File: src/verilog/crdma_pkg.sv
package crdma_pkg;

    // Address space walked by both source and destination walkers
    localparam int AW = 16;

    typedef logic [AW-1:0] addr_t;
    typedef logic [3:0]    engine_id_t;

    // One word of the instruction stream as it arrives on inst_m
    typedef struct packed {
        engine_id_t  id;
        logic        first;
        logic [10:0] rsvd;
        logic [15:0] payload;
    } inst_word_t;

    localparam int DESC_WORDS = 4;

    // Word 0 fills the top 16 bits and word 3 the bottom 16
    // Sizes hold the element count minus one, steps are unsigned
    typedef struct packed {
        addr_t      src_base;
        logic [3:0] dim0_size;
        logic [3:0] dim1_size;
        logic [3:0] src_dim0_step;
        logic [3:0] src_dim1_step;
        addr_t      dst_base;
        logic [3:0] dst_dim0_step;
        logic [3:0] dst_dim1_step;
        logic [7:0] rsvd;
    } desc_t;

    // Walker output, last marks the final element of the descriptor
    typedef struct packed {
        addr_t addr;
        logic  last;
    } walk_t;

    // One transfer command as seen by the memory port
    typedef struct packed {
        addr_t src;
        addr_t dst;
        logic  last;
    } cmd_t;

    // Credits granted by the command receiver after reset
    localparam int CMD_CREDITS = 4;

    // Wide enough to hold CMD_CREDITS
    localparam int CREDIT_W = 3;

endpackage

File: src/verilog/frs.sv
module frs #(
    parameter type payload_t = logic [31:0]
) (
    input  logic     clk,
    input  logic     rst_n,
    input  payload_t m_data,
    input  logic     m_valid,
    output logic     m_ready,
    output payload_t s_data,
    output logic     s_valid,
    input  logic     s_ready
);

    logic     skid_valid;
    payload_t skid_data;
    logic     load_out;
    logic     m_fire;

    // The skid entry catches the item that arrives while the output stalls
    assign m_ready  = !skid_valid;
    assign m_fire   = m_valid && m_ready;
    assign load_out = !s_valid || s_ready;

    always_ff @(posedge clk) begin
        if (!rst_n) begin
            s_valid    <= 1'b0;
            skid_valid <= 1'b0;
        end else if (load_out) begin
            s_valid    <= skid_valid || m_valid;
            skid_valid <= 1'b0;
        end else if (m_fire) begin
            skid_valid <= 1'b1;
        end
    end

    always_ff @(posedge clk) begin
        if (load_out) begin
            // Oldest item first, the skid entry was accepted earlier
            if (skid_valid) begin
                s_data <= skid_data;
            end else begin
                s_data <= m_data;
            end
        end else if (m_fire) begin
            skid_data <= m_data;
        end
    end

endmodule

File: src/verilog/inst_parse.sv
module inst_parse #(
    parameter crdma_pkg::engine_id_t engine_id = 4'h0
) (
    input  logic                  clk,
    input  logic                  rst_n,
    input  crdma_pkg::inst_word_t inst_m_data,
    input  logic                  inst_m_valid,
    output logic                  inst_m_ready,
    output crdma_pkg::inst_word_t fwd_data,
    output logic                  fwd_valid,
    input  logic                  fwd_ready,
    output crdma_pkg::desc_t      start_data,
    output logic                  start_valid,
    input  logic                  start_ready
);
    import crdma_pkg::*;

    localparam int CNT_W   = $clog2(DESC_WORDS);
    localparam int DESC_W  = $bits(desc_t);
    localparam int SLICE_W = DESC_W / DESC_WORDS;

    logic [CNT_W-1:0] cnt;
    logic             own;
    logic             accept;
    logic             own_take;
    logic             fwd_take;
    logic             last_word;
    logic             desc_wait;
    logic             fwd_full;

    assign own       = inst_m_data.id == engine_id;
    assign desc_wait = start_valid && !start_ready;
    assign fwd_full  = fwd_valid && !fwd_ready;

    assign inst_m_ready = !desc_wait && !fwd_full;
    assign accept       = inst_m_valid && inst_m_ready;
    assign own_take     = accept && own;
    assign fwd_take     = accept && !own;

    // cnt counts own words gathered so far, zero means no descriptor is open
    assign last_word = own_take && !inst_m_data.first && (cnt == CNT_W'(DESC_WORDS - 1));

    always_ff @(posedge clk) begin
        if (!rst_n) begin
            cnt         <= '0;
            start_valid <= 1'b0;
            fwd_valid   <= 1'b0;
        end else begin
            if (own_take) begin
                if (inst_m_data.first) begin
                    cnt <= CNT_W'(1);
                end else if (last_word) begin
                    cnt <= '0;
                end else if (cnt != '0) begin
                    cnt <= cnt + 1'b1;
                end
            end

            if (last_word) begin
                start_valid <= 1'b1;
            end else if (start_ready) begin
                start_valid <= 1'b0;
            end

            if (fwd_take) begin
                fwd_valid <= 1'b1;
            end else if (fwd_ready) begin
                fwd_valid <= 1'b0;
            end
        end
    end

    // Payloads shift in at the bottom so word 0 ends up in src_base
    always_ff @(posedge clk) begin
        if (own_take) begin
            start_data <= desc_t'({start_data[DESC_W-SLICE_W-1:0], inst_m_data.payload});
        end
        if (fwd_take) begin
            fwd_data <= inst_m_data;
        end
    end

endmodule

File: src/verilog/dma_dim2.sv
module dma_dim2 (
    input  logic             clk,
    input  logic             rst_n,
    input  crdma_pkg::addr_t base,
    input  logic [3:0]       dim0_size,
    input  logic [3:0]       dim1_size,
    input  logic [3:0]       dim0_step,
    input  logic [3:0]       dim1_step,
    input  logic             start_fire,
    output logic             idle,
    output crdma_pkg::walk_t walk_data,
    output logic             walk_valid,
    input  logic             walk_ready
);
    import crdma_pkg::*;

    logic [3:0] size0_q;
    logic [3:0] size1_q;
    logic [3:0] step0_q;
    logic [3:0] step1_q;
    logic [3:0] i_q;
    logic [3:0] j_q;
    addr_t      addr_q;
    addr_t      row_q;
    logic       row_end;
    logic       last_elem;
    logic       advance;

    assign row_end   = i_q == size0_q;
    assign last_elem = row_end && (j_q == size1_q);
    assign advance   = walk_valid && walk_ready;

    // The walker is busy exactly while an address is on offer
    assign idle      = !walk_valid;
    assign walk_data = '{addr: addr_q, last: last_elem};

    always_ff @(posedge clk) begin
        if (!rst_n) begin
            walk_valid <= 1'b0;
            i_q        <= '0;
            j_q        <= '0;
        end else if (start_fire) begin
            walk_valid <= 1'b1;
            i_q        <= '0;
            j_q        <= '0;
        end else if (advance) begin
            if (last_elem) begin
                walk_valid <= 1'b0;
            end else if (row_end) begin
                i_q <= '0;
                j_q <= j_q + 1'b1;
            end else begin
                i_q <= i_q + 1'b1;
            end
        end
    end

    // row_q holds base + j*dim1_step, the inner walk adds dim0_step to it
    // Sums wrap in addr_t on purpose
    always_ff @(posedge clk) begin
        if (start_fire) begin
            size0_q <= dim0_size;
            size1_q <= dim1_size;
            step0_q <= dim0_step;
            step1_q <= dim1_step;
            addr_q  <= base;
            row_q   <= base;
        end else if (advance && !last_elem) begin
            if (row_end) begin
                row_q  <= row_q + addr_t'(step1_q);
                addr_q <= row_q + addr_t'(step1_q);
            end else begin
                addr_q <= addr_q + addr_t'(step0_q);
            end
        end
    end

endmodule

File: src/verilog/xfer_join.sv
module xfer_join (
    input  logic             clk,
    input  logic             rst_n,
    input  crdma_pkg::walk_t src_data,
    input  logic             src_valid,
    output logic             src_ready,
    input  crdma_pkg::walk_t dst_data,
    input  logic             dst_valid,
    output logic             dst_ready,
    output crdma_pkg::cmd_t  cmd_data,
    output logic             cmd_valid,
    input  logic             cmd_credit
);
    import crdma_pkg::*;

    logic [CREDIT_W-1:0] credits;
    logic                have_credit;
    logic                take;

    // A command sitting on cmd_valid is charged at the next edge,
    // so it already holds one of the credits counted here
    assign have_credit = cmd_valid ? (credits > CREDIT_W'(1)) : (credits != '0);

    // Both walkers advance together, which keeps the pairs aligned
    assign take      = src_valid && dst_valid && have_credit;
    assign src_ready = take;
    assign dst_ready = take;

    always_ff @(posedge clk) begin
        if (!rst_n) begin
            cmd_valid <= 1'b0;
            credits   <= CREDIT_W'(CMD_CREDITS);
        end else begin
            cmd_valid <= take;
            case ({cmd_credit, cmd_valid})
                2'b10: begin
                    credits <= credits + 1'b1;
                end
                2'b01: begin
                    credits <= credits - 1'b1;
                end
                default: begin
                    credits <= credits;
                end
            endcase
        end
    end

    // Both walkers share the element counts, so the source last flag stands
    // for the pair
    always_ff @(posedge clk) begin
        if (take) begin
            cmd_data <= '{src: src_data.addr, dst: dst_data.addr, last: src_data.last};
        end
    end

endmodule

File: src/verilog/crdma.sv
module crdma #(
    parameter crdma_pkg::engine_id_t engine_id = 4'h0
) (
    input  logic                  clk,
    input  logic                  rst_n,
    input  crdma_pkg::inst_word_t inst_m_data,
    input  logic                  inst_m_valid,
    output logic                  inst_m_ready,
    output crdma_pkg::inst_word_t inst_s_data,
    output logic                  inst_s_valid,
    input  logic                  inst_s_ready,
    output crdma_pkg::cmd_t       cmd_data,
    output logic                  cmd_valid,
    input  logic                  cmd_credit
);
    import crdma_pkg::*;

    desc_t      start_data;
    logic       start_valid;
    logic       start_ready;
    desc_t      desc_data;
    logic       desc_valid;
    logic       desc_ready;
    logic       start_fire;
    inst_word_t fwd_data;
    logic       fwd_valid;
    logic       fwd_ready;
    walk_t      src_walk_data;
    logic       src_walk_valid;
    logic       src_walk_ready;
    logic       src_idle;
    walk_t      dst_walk_data;
    logic       dst_walk_valid;
    logic       dst_walk_ready;
    logic       dst_idle;

    // A descriptor launches only once both walkers have finished the last one
    assign desc_ready = src_idle && dst_idle;
    assign start_fire = desc_valid && desc_ready;

    inst_parse #(.engine_id(engine_id)) i_inst_parse (
        .clk(clk),
        .rst_n(rst_n),
        .inst_m_data(inst_m_data),
        .inst_m_valid(inst_m_valid),
        .inst_m_ready(inst_m_ready),
        .fwd_data(fwd_data),
        .fwd_valid(fwd_valid),
        .fwd_ready(fwd_ready),
        .start_data(start_data),
        .start_valid(start_valid),
        .start_ready(start_ready)
    );

    frs #(.payload_t(desc_t)) i_frs_desc (
        .clk(clk),
        .rst_n(rst_n),
        .m_data(start_data),
        .m_valid(start_valid),
        .m_ready(start_ready),
        .s_data(desc_data),
        .s_valid(desc_valid),
        .s_ready(desc_ready)
    );

    frs #(.payload_t(inst_word_t)) i_frs_fwd (
        .clk(clk),
        .rst_n(rst_n),
        .m_data(fwd_data),
        .m_valid(fwd_valid),
        .m_ready(fwd_ready),
        .s_data(inst_s_data),
        .s_valid(inst_s_valid),
        .s_ready(inst_s_ready)
    );

    dma_dim2 src_walk (
        .clk(clk),
        .rst_n(rst_n),
        .base(desc_data.src_base),
        .dim0_size(desc_data.dim0_size),
        .dim1_size(desc_data.dim1_size),
        .dim0_step(desc_data.src_dim0_step),
        .dim1_step(desc_data.src_dim1_step),
        .start_fire(start_fire),
        .idle(src_idle),
        .walk_data(src_walk_data),
        .walk_valid(src_walk_valid),
        .walk_ready(src_walk_ready)
    );

    dma_dim2 dst_walk (
        .clk(clk),
        .rst_n(rst_n),
        .base(desc_data.dst_base),
        .dim0_size(desc_data.dim0_size),
        .dim1_size(desc_data.dim1_size),
        .dim0_step(desc_data.dst_dim0_step),
        .dim1_step(desc_data.dst_dim1_step),
        .start_fire(start_fire),
        .idle(dst_idle),
        .walk_data(dst_walk_data),
        .walk_valid(dst_walk_valid),
        .walk_ready(dst_walk_ready)
    );

    xfer_join i_xfer_join (
        .clk(clk),
        .rst_n(rst_n),
        .src_data(src_walk_data),
        .src_valid(src_walk_valid),
        .src_ready(src_walk_ready),
        .dst_data(dst_walk_data),
        .dst_valid(dst_walk_valid),
        .dst_ready(dst_walk_ready),
        .cmd_data(cmd_data),
        .cmd_valid(cmd_valid),
        .cmd_credit(cmd_credit)
    );

endmodule

File: config.mk
export PLATFORM = sky130hd
export DESIGN_NAME = crdma
export DESIGN_NICKNAME = d
export VERILOG_FILES = /design/src/verilog/crdma_pkg.sv /design/src/verilog/frs.sv /design/src/verilog/inst_parse.sv /design/src/verilog/dma_dim2.sv /design/src/verilog/xfer_join.sv /design/src/verilog/crdma.sv
export SDC_FILE = /design/constraint.sdc
export NUM_CORES = 1
export LEC_CHECK = 0
export BUFFER_PORTS_ARGS = -buffer_cell sky130_fd_sc_hd__buf_4
export CORE_MARGIN = 10
export CORE_UTILIZATION = 50
export DETAILED_ROUTE_END_ITERATION = 10
export GPL_TIMING_DRIVEN = 1
export PLACE_DENSITY = 0.79
export RECOVER_POWER = 100
export SLEW_MARGIN = 20
export SYNTH_ARGS = -nofsm -noshare
export SYNTH_HDL_FRONTEND = slang
export SYNTH_SLANG_ARGS = --single-unit
File: constraint.sdc
create_clock -name clk -period 15.1 [get_ports clk]
set_input_delay 1.51 -clock clk [delete_from_list [all_inputs] [get_ports clk]]
set_output_delay 1.51 -clock clk [all_outputs]
set_load 0.1 [all_outputs]
==> results.toml, run 1 <==
[grt]
antenna_found_initial = 0
grt_pass1_wl_um = 52600
overflow = 0
grt.total_usage = 0.157
busiest_layer = "met2"
grt_pass1_vias = 9608
grt_use_met3 = 0.0329
gr-usage-met2 = 0.247
grtUsageMet1 = 0.216
grt_max_degree = 78

[die]
fp.dieW_um = 205
coreArea_sq_mm = 0.0335
die_h_um = 205
die-area_sq_mm = 0.0418
start_util = 0.508
rows = 67
io_pins = 105

[finish]
nets = 1265
multiInputGateArea_sq_mm = 0.00439
syn2layout_area_growth_pct = 13.6
seqCellArea_sq_mm = 0.0124
layout-drive-gt1-share = 0.141
finalInstanceArea_sq_mm = 0.0193
fillers = 2606
fin_cells = 1680
antenna_cells = 0

[detailed_routing]
vias = 9433
drt_iter0_drc = 774
viasPerCell = 5.61
final_antenna_net_count = 0
drc_errors = 0
wirelength_um = 33100
drtPass1Iterations = 5
post_drt_wl_per_cell_um = 19.7

[cts]
cts_tree = "done"
numCtsBuffers = 43
clk_latency_ns = 0.54
h-tree-depth = 2
post_cts_resized = 0
cts_setup_buffers = 0
clock_path_buffers = 3
cts_num_sinks = 423
root_buffer = "clkbuf_16"
holdBufCountCts = 0
clk_pin_slew_worst_paths_ns = 0.06

[synthesis]
synthDominantCellAreaShare = 0.693
synth_nets = 1141
avgSynthCellArea_sq_um = 15.9
synth_area_sq_mm = 0.0170
ys_top_cells_by_area = "edfxtp_1 69%, mux2_2 5.8%, dfxtp_1 3.5%"
yosysMostFrequentCell = "edfxtp_1"
ys_ff_latch = 423
synth_warnings = 0
synthArstFlopShare = 0
synth-edff-count = 393
synthDistinctLibCells = 75
ys_seq_area_frac = 0.728
synth_flop_cell = "edfxtp_1"
synth_common_cells = "393 x edfxtp_1, 88 x mux2_2, 65 x nand2_1, 53 x nor2_1, 42 x a21oi_1"
synth_cells = 1073
synth_area_leader_cell = "edfxtp_1"

[setup_path]
worstPathRequired_ns = 14.80
startpoint_type = "flip-flop"
critPathLaunch = "src_walk.walk_valid"
critPathArrivalTime_ns = 5.99
worstReg2RegStart = "src_walk.walk_valid"
worstSetupPathType = "reg -> reg"
end_kind = "flip-flop"
crit_fanout = 77

[sta]
fin_crit_sh = 0.417
timing.fmax_ghz = 0.159
finalClockSkew_ns = 0.0241
finalHoldViolCount = 0
slew-limit-headroom = -1.41
rsz0062_at_grt = "false"
setup_violations = 0
setup_tns_ns = 0
slew_viol_final = 556
hold_slack_ns = 0.415
tightest_slew_ns = 3.62
period_minus_slack_ns = 6.29

[run_status]
violations = "max-capacitance violations, max-slew violations"
status = "finished with violations"

[hold_path]
hp-start = "i_inst_parse.start_data[4]"
min_path_type = "reg -> reg"

[placement]
dp_cells = 1600
place_area_sq_mm = 0.0183
gp_congestion = 0.843
dp_hpwl_um = 21200
port-buffer-count = 104

[pwr]
power_density_mw_per_mm2 = 125
ir_worst_vdd_mv = 0.115
power_uw = 2420
power.leakage_uw = 0.00642

[job]
maxCapViolations = 12
area by class of cell:
class / count / area share
well taps: 448 / 0.0290
clock inverters: 22 / 0.0108
clock buffers: 58 / 0.0633
flip-flops and latches: 423 / 0.641
multi-input cells: 599 / 0.227
inverters: 16 / 0.00311
repair buffers: 114 / 0.0254
path summary, 6_finish.rpt:
check	end	slack, ns	depth (start not counted)
hold reg to reg	i_inst_parse.start_data[20]	0.41	0
setup reg to reg	dst_walk.row_q[1]	8.81	3
setup / recovery	dst_walk.row_q[1]	8.81	3
hold / removal	i_inst_parse.start_data[20]	0.41	0
flip-flops by register name, indices dropped and copies added, names as in the netlist, 4 cells and up:
register,cells
src_walk.step0_q,4
src_walk.step1_q,4
src_walk.size1_q,4
dst_walk.i_q,4
src_walk.row_q,16
i_frs_desc.s_data,56
i_frs_fwd.skid_data,32
dst_walk.step1_q,4
src_walk.j_q,4
i_inst_parse.start_data,64
i_frs_desc.skid_data,56
dst_walk.addr_q,16
dst_walk.step0_q,4
dst_walk.j_q,4
dst_walk.row_q,16
i_xfer_join.cmd_data,33
src_walk.size0_q,4
i_inst_parse.fwd_data,32
src_walk.i_q,4
i_frs_fwd.s_data,32
src_walk.addr_q,16
routing by layer:
| layer | wire length, um | share of wire |
|---|---|---|
| met1 | 14600 | 0.44 |
| met2 | 15500 | 0.47 |
| met3 | 2190 | 0.066 |
| met4 | 709 | 0.021 |
| met5 | 0 | 0 |
cell families after synthesis:
group | synth area share
AOI/OAI and AO/OA | 0.0687
buffers and inverters | 0.0126
DFF | 0.728
and+or+nand+nor | 0.0717
adders and majority gates | 0.0245
xor gates and xnor gates | 0.0293
muxes | 0.0647
power by group:
group | total (uW) | internal [uW] | switching (uW)
registers | 1290 | 1290 | 7.17
logic | 76.5 | 13.1 | 63.3
clock network | 1060 | 624 | 431
total | 2420 | 1920 | 502
critical path: stages (launching register included):
cell and delay, ns:
dfxtp_1 0.53, or3b_2 0.19, clkbuf_1 2.30, o21ai_0 2.43
through the flow:
| stage | util | setup WS, ns |
|---|---|---|
| after global placement | 0.546 | 11.50 |
| after global routing | 0.577 | 8.12 |
| final | 0.577 | 8.81 |
| after CTS | 0.589 | 11.51 |
| after floorplan | - | 5.39 |
| after detailed placement | 0.546 | 11.43 |
layout by cell type (no fill, tap or decap), drive strengths merged, types with 6 or more instances in the layout:
cell,synthesis,routed
o211ai,12,12
mux2i,11,11
nand3,34,34
a211oi,11,11
xnor2,38,38
clkinv,0,15
or3,10,10
ha,27,27
a21boi,6,6
mux2,88,88
a21oi,43,43
nand4,14,14
a21o,6,6
nor2,53,53
nor3,16,16
xor2,19,19
o31a,6,6
and2,7,7
and4,11,11
nand2,65,65
inv,16,17
clkbuf,14,170
edfxtp,393,393
dfxtp,30,30
and3,8,8
o21ai,37,37
No activity file was read; power rests on OpenSTA's default activity.
==> inputs of run 2 (changes only) <==
==> constraint.sdc (replaced) <==
create_clock -name clk -period 6.55 [get_ports clk]
set_input_delay 0.655 -clock clk [delete_from_list [all_inputs] [get_ports clk]]
set_output_delay 0.655 -clock clk [all_outputs]
set_load 0.1 [all_outputs]
==> run 2 against run 1 <==
Effect of this change:
- the run still ends with max-capacitance violations, max-slew violations left
- die area stayed put
- critical path depth is 1 higher
- core utilization is 0.29 points lower
- non-clock buffer count is 1 higher
- largest cell class unchanged
- largest power group unchanged
- highest routed layer unchanged
==> results.toml, run 2 (synthesis results as in run 1) <==
[run_status]
status = "finished with violations"
violations = "max-capacitance violations, max-slew violations"

[grt]
grt.total_usage = 0.161
grt_pass1_wl_um = 53600
overflow = 0
grt_max_degree = 77
grt_pass1_vias = 9531
antenna_found_initial = 0

[hold_path]
worstHoldEndpoint = "i_inst_parse.fwd_data[24]"
min_path_type = "in -> reg"
hp-start = "inst_m_data[24]"
whs_path_depth = 1

[placement]
dp_cells = 1601
gp_congestion = 0.840
place_area_sq_mm = 0.0183
port-buffer-count = 104
dp_hpwl_um = 22300

[finish]
fin_cells = 1675
layout-drive-gt1-share = 0.141
antenna_cells = 0
utilization = 0.574
finalInstanceArea_sq_mm = 0.0192
top_regs = "i_inst_parse.start_data (64), i_frs_desc.s_data (56), i_frs_desc.skid_data (56)"
nets = 1264
most-common-layout-cells = "393 x edfxtp_1, 99 x clkbuf_1, 79 x mux2_2"
final_common_cell = "edfxtp_1"
syn2layout_area_growth_pct = 13.0
largest_reg_flops = 64
largest-register = "i_inst_parse.start_data"

[sta]
slew_viol_final = 246
period_minus_slack_ns = 3.95
finalClockSkew_ns = 0.0158
rsz0062_at_grt = "false"
setup_tns_ns = 0
fin_crit_sh = 0.603
finalHoldViolCount = 0
setup_violations = 0
slew-limit-headroom = -1.21
timing.fmax_ghz = 0.253
tightest_slew_ns = 3.31

[die]
die-area_sq_mm = 0.0418
fp.dieW_um = 205
io_pins = 105
rows = 67
die_h_um = 205
start_util = 0.508
coreArea_sq_mm = 0.0335

[pwr]
power_density_mw_per_mm2 = 286
power_uw = 5500
power.leakage_uw = 0.00640
ir_worst_vdd_mv = 0.256

[setup_path]
r2r_slack_ns = 2.64
end_kind = "output port"
worstRegToRegCells = 4
worstPathRequired_ns = 5.89
crit_fanout = 35
startpoint_type = "flip-flop"
worstSetupPathType = "reg -> out"
worstReg2RegStart = "src_walk.walk_valid"
worstReg2RegEnd = "i_frs_desc.skid_data[49]"
critPathArrivalTime_ns = 3.30

[job]
maxCapViolations = 6

[detailed_routing]
post_drt_wl_per_cell_um = 20.2
drtPass1Iterations = 6
viasPerCell = 5.71
vias = 9562
wirelength_um = 33800
drc_errors = 0
final_antenna_net_count = 0
drt_iter0_drc = 766

[cts]
clk_pin_slew_worst_paths_ns = 0.06
clk_latency_ns = 0.54
h-tree-depth = 2
post_cts_resized = 0
cts_num_sinks = 423
cts_setup_buffers = 0
root_buffer = "clkbuf_16"
holdBufCountCts = 0
numCtsBuffers = 41
cts_tree = "done"
clock_path_buffers = 3
## run 2: area by class of cell
cell class                      count  area, sq um
Multi-Input combinational cell    599         4370
Tap cell                          448          561
Sequential cell                   423        12400
Clock buffer                       53         1110
Clock inverter                     21          220
Inverter                           16         60.1
Fill cell                        2625        14300
Timing Repair Buffer              115          522
## run 2: worst max path at each step
stage	from	to	cells past startpoint
floorplan	src_walk.walk_valid	i_frs_desc.skid_data[10]	2
global placement	src_walk.size0_q[2]	dst_walk.addr_q[8]	4
detailed placement	src_walk.size0_q[0]	dst_walk.addr_q[8]	4
CTS	src_walk.size0_q[0]	dst_walk.addr_q[15]	4
global route	i_frs_fwd.skid_valid	inst_m_ready	4
finish	i_frs_fwd.skid_valid	inst_m_ready	4
## run 2: power by group
group | internal, uW | total [uW] | switching, uW
clock | 1360 | 2340 | 980
sequential | 2960 | 2980 | 16.5
combinational | 31.0 | 177 | 146
total | 4350 | 5500 | 1140
## run 2: through the flow
stage	hold slack, ns	setup WS, ns
2_1_floorplan	0.400	0.579
3_3_place_gp	0.401	3.72
3_5_place_dp	0.405	3.58
4_1_cts	0.275	3.51
5_1_grt	0.304	2.30
6_report	0.318	2.60
## run 2: critical path, cell delays in order, from the launching register on
cell	delay, ns
dfxtp_1	0.31
clkbuf_1	1.42
and2_0	0.34
a21oi_1	0.09
clkbuf_1	0.59
## run 2: routing by layer
layer	vias to the layer above	share of wire	GRT usage
met5	-	0	0
met3	54	0.080	0.0433
met1	4753	0.44	0.218
met4	0	0.020	0.0473
met2	360	0.46	0.252
li1	4395	-	-
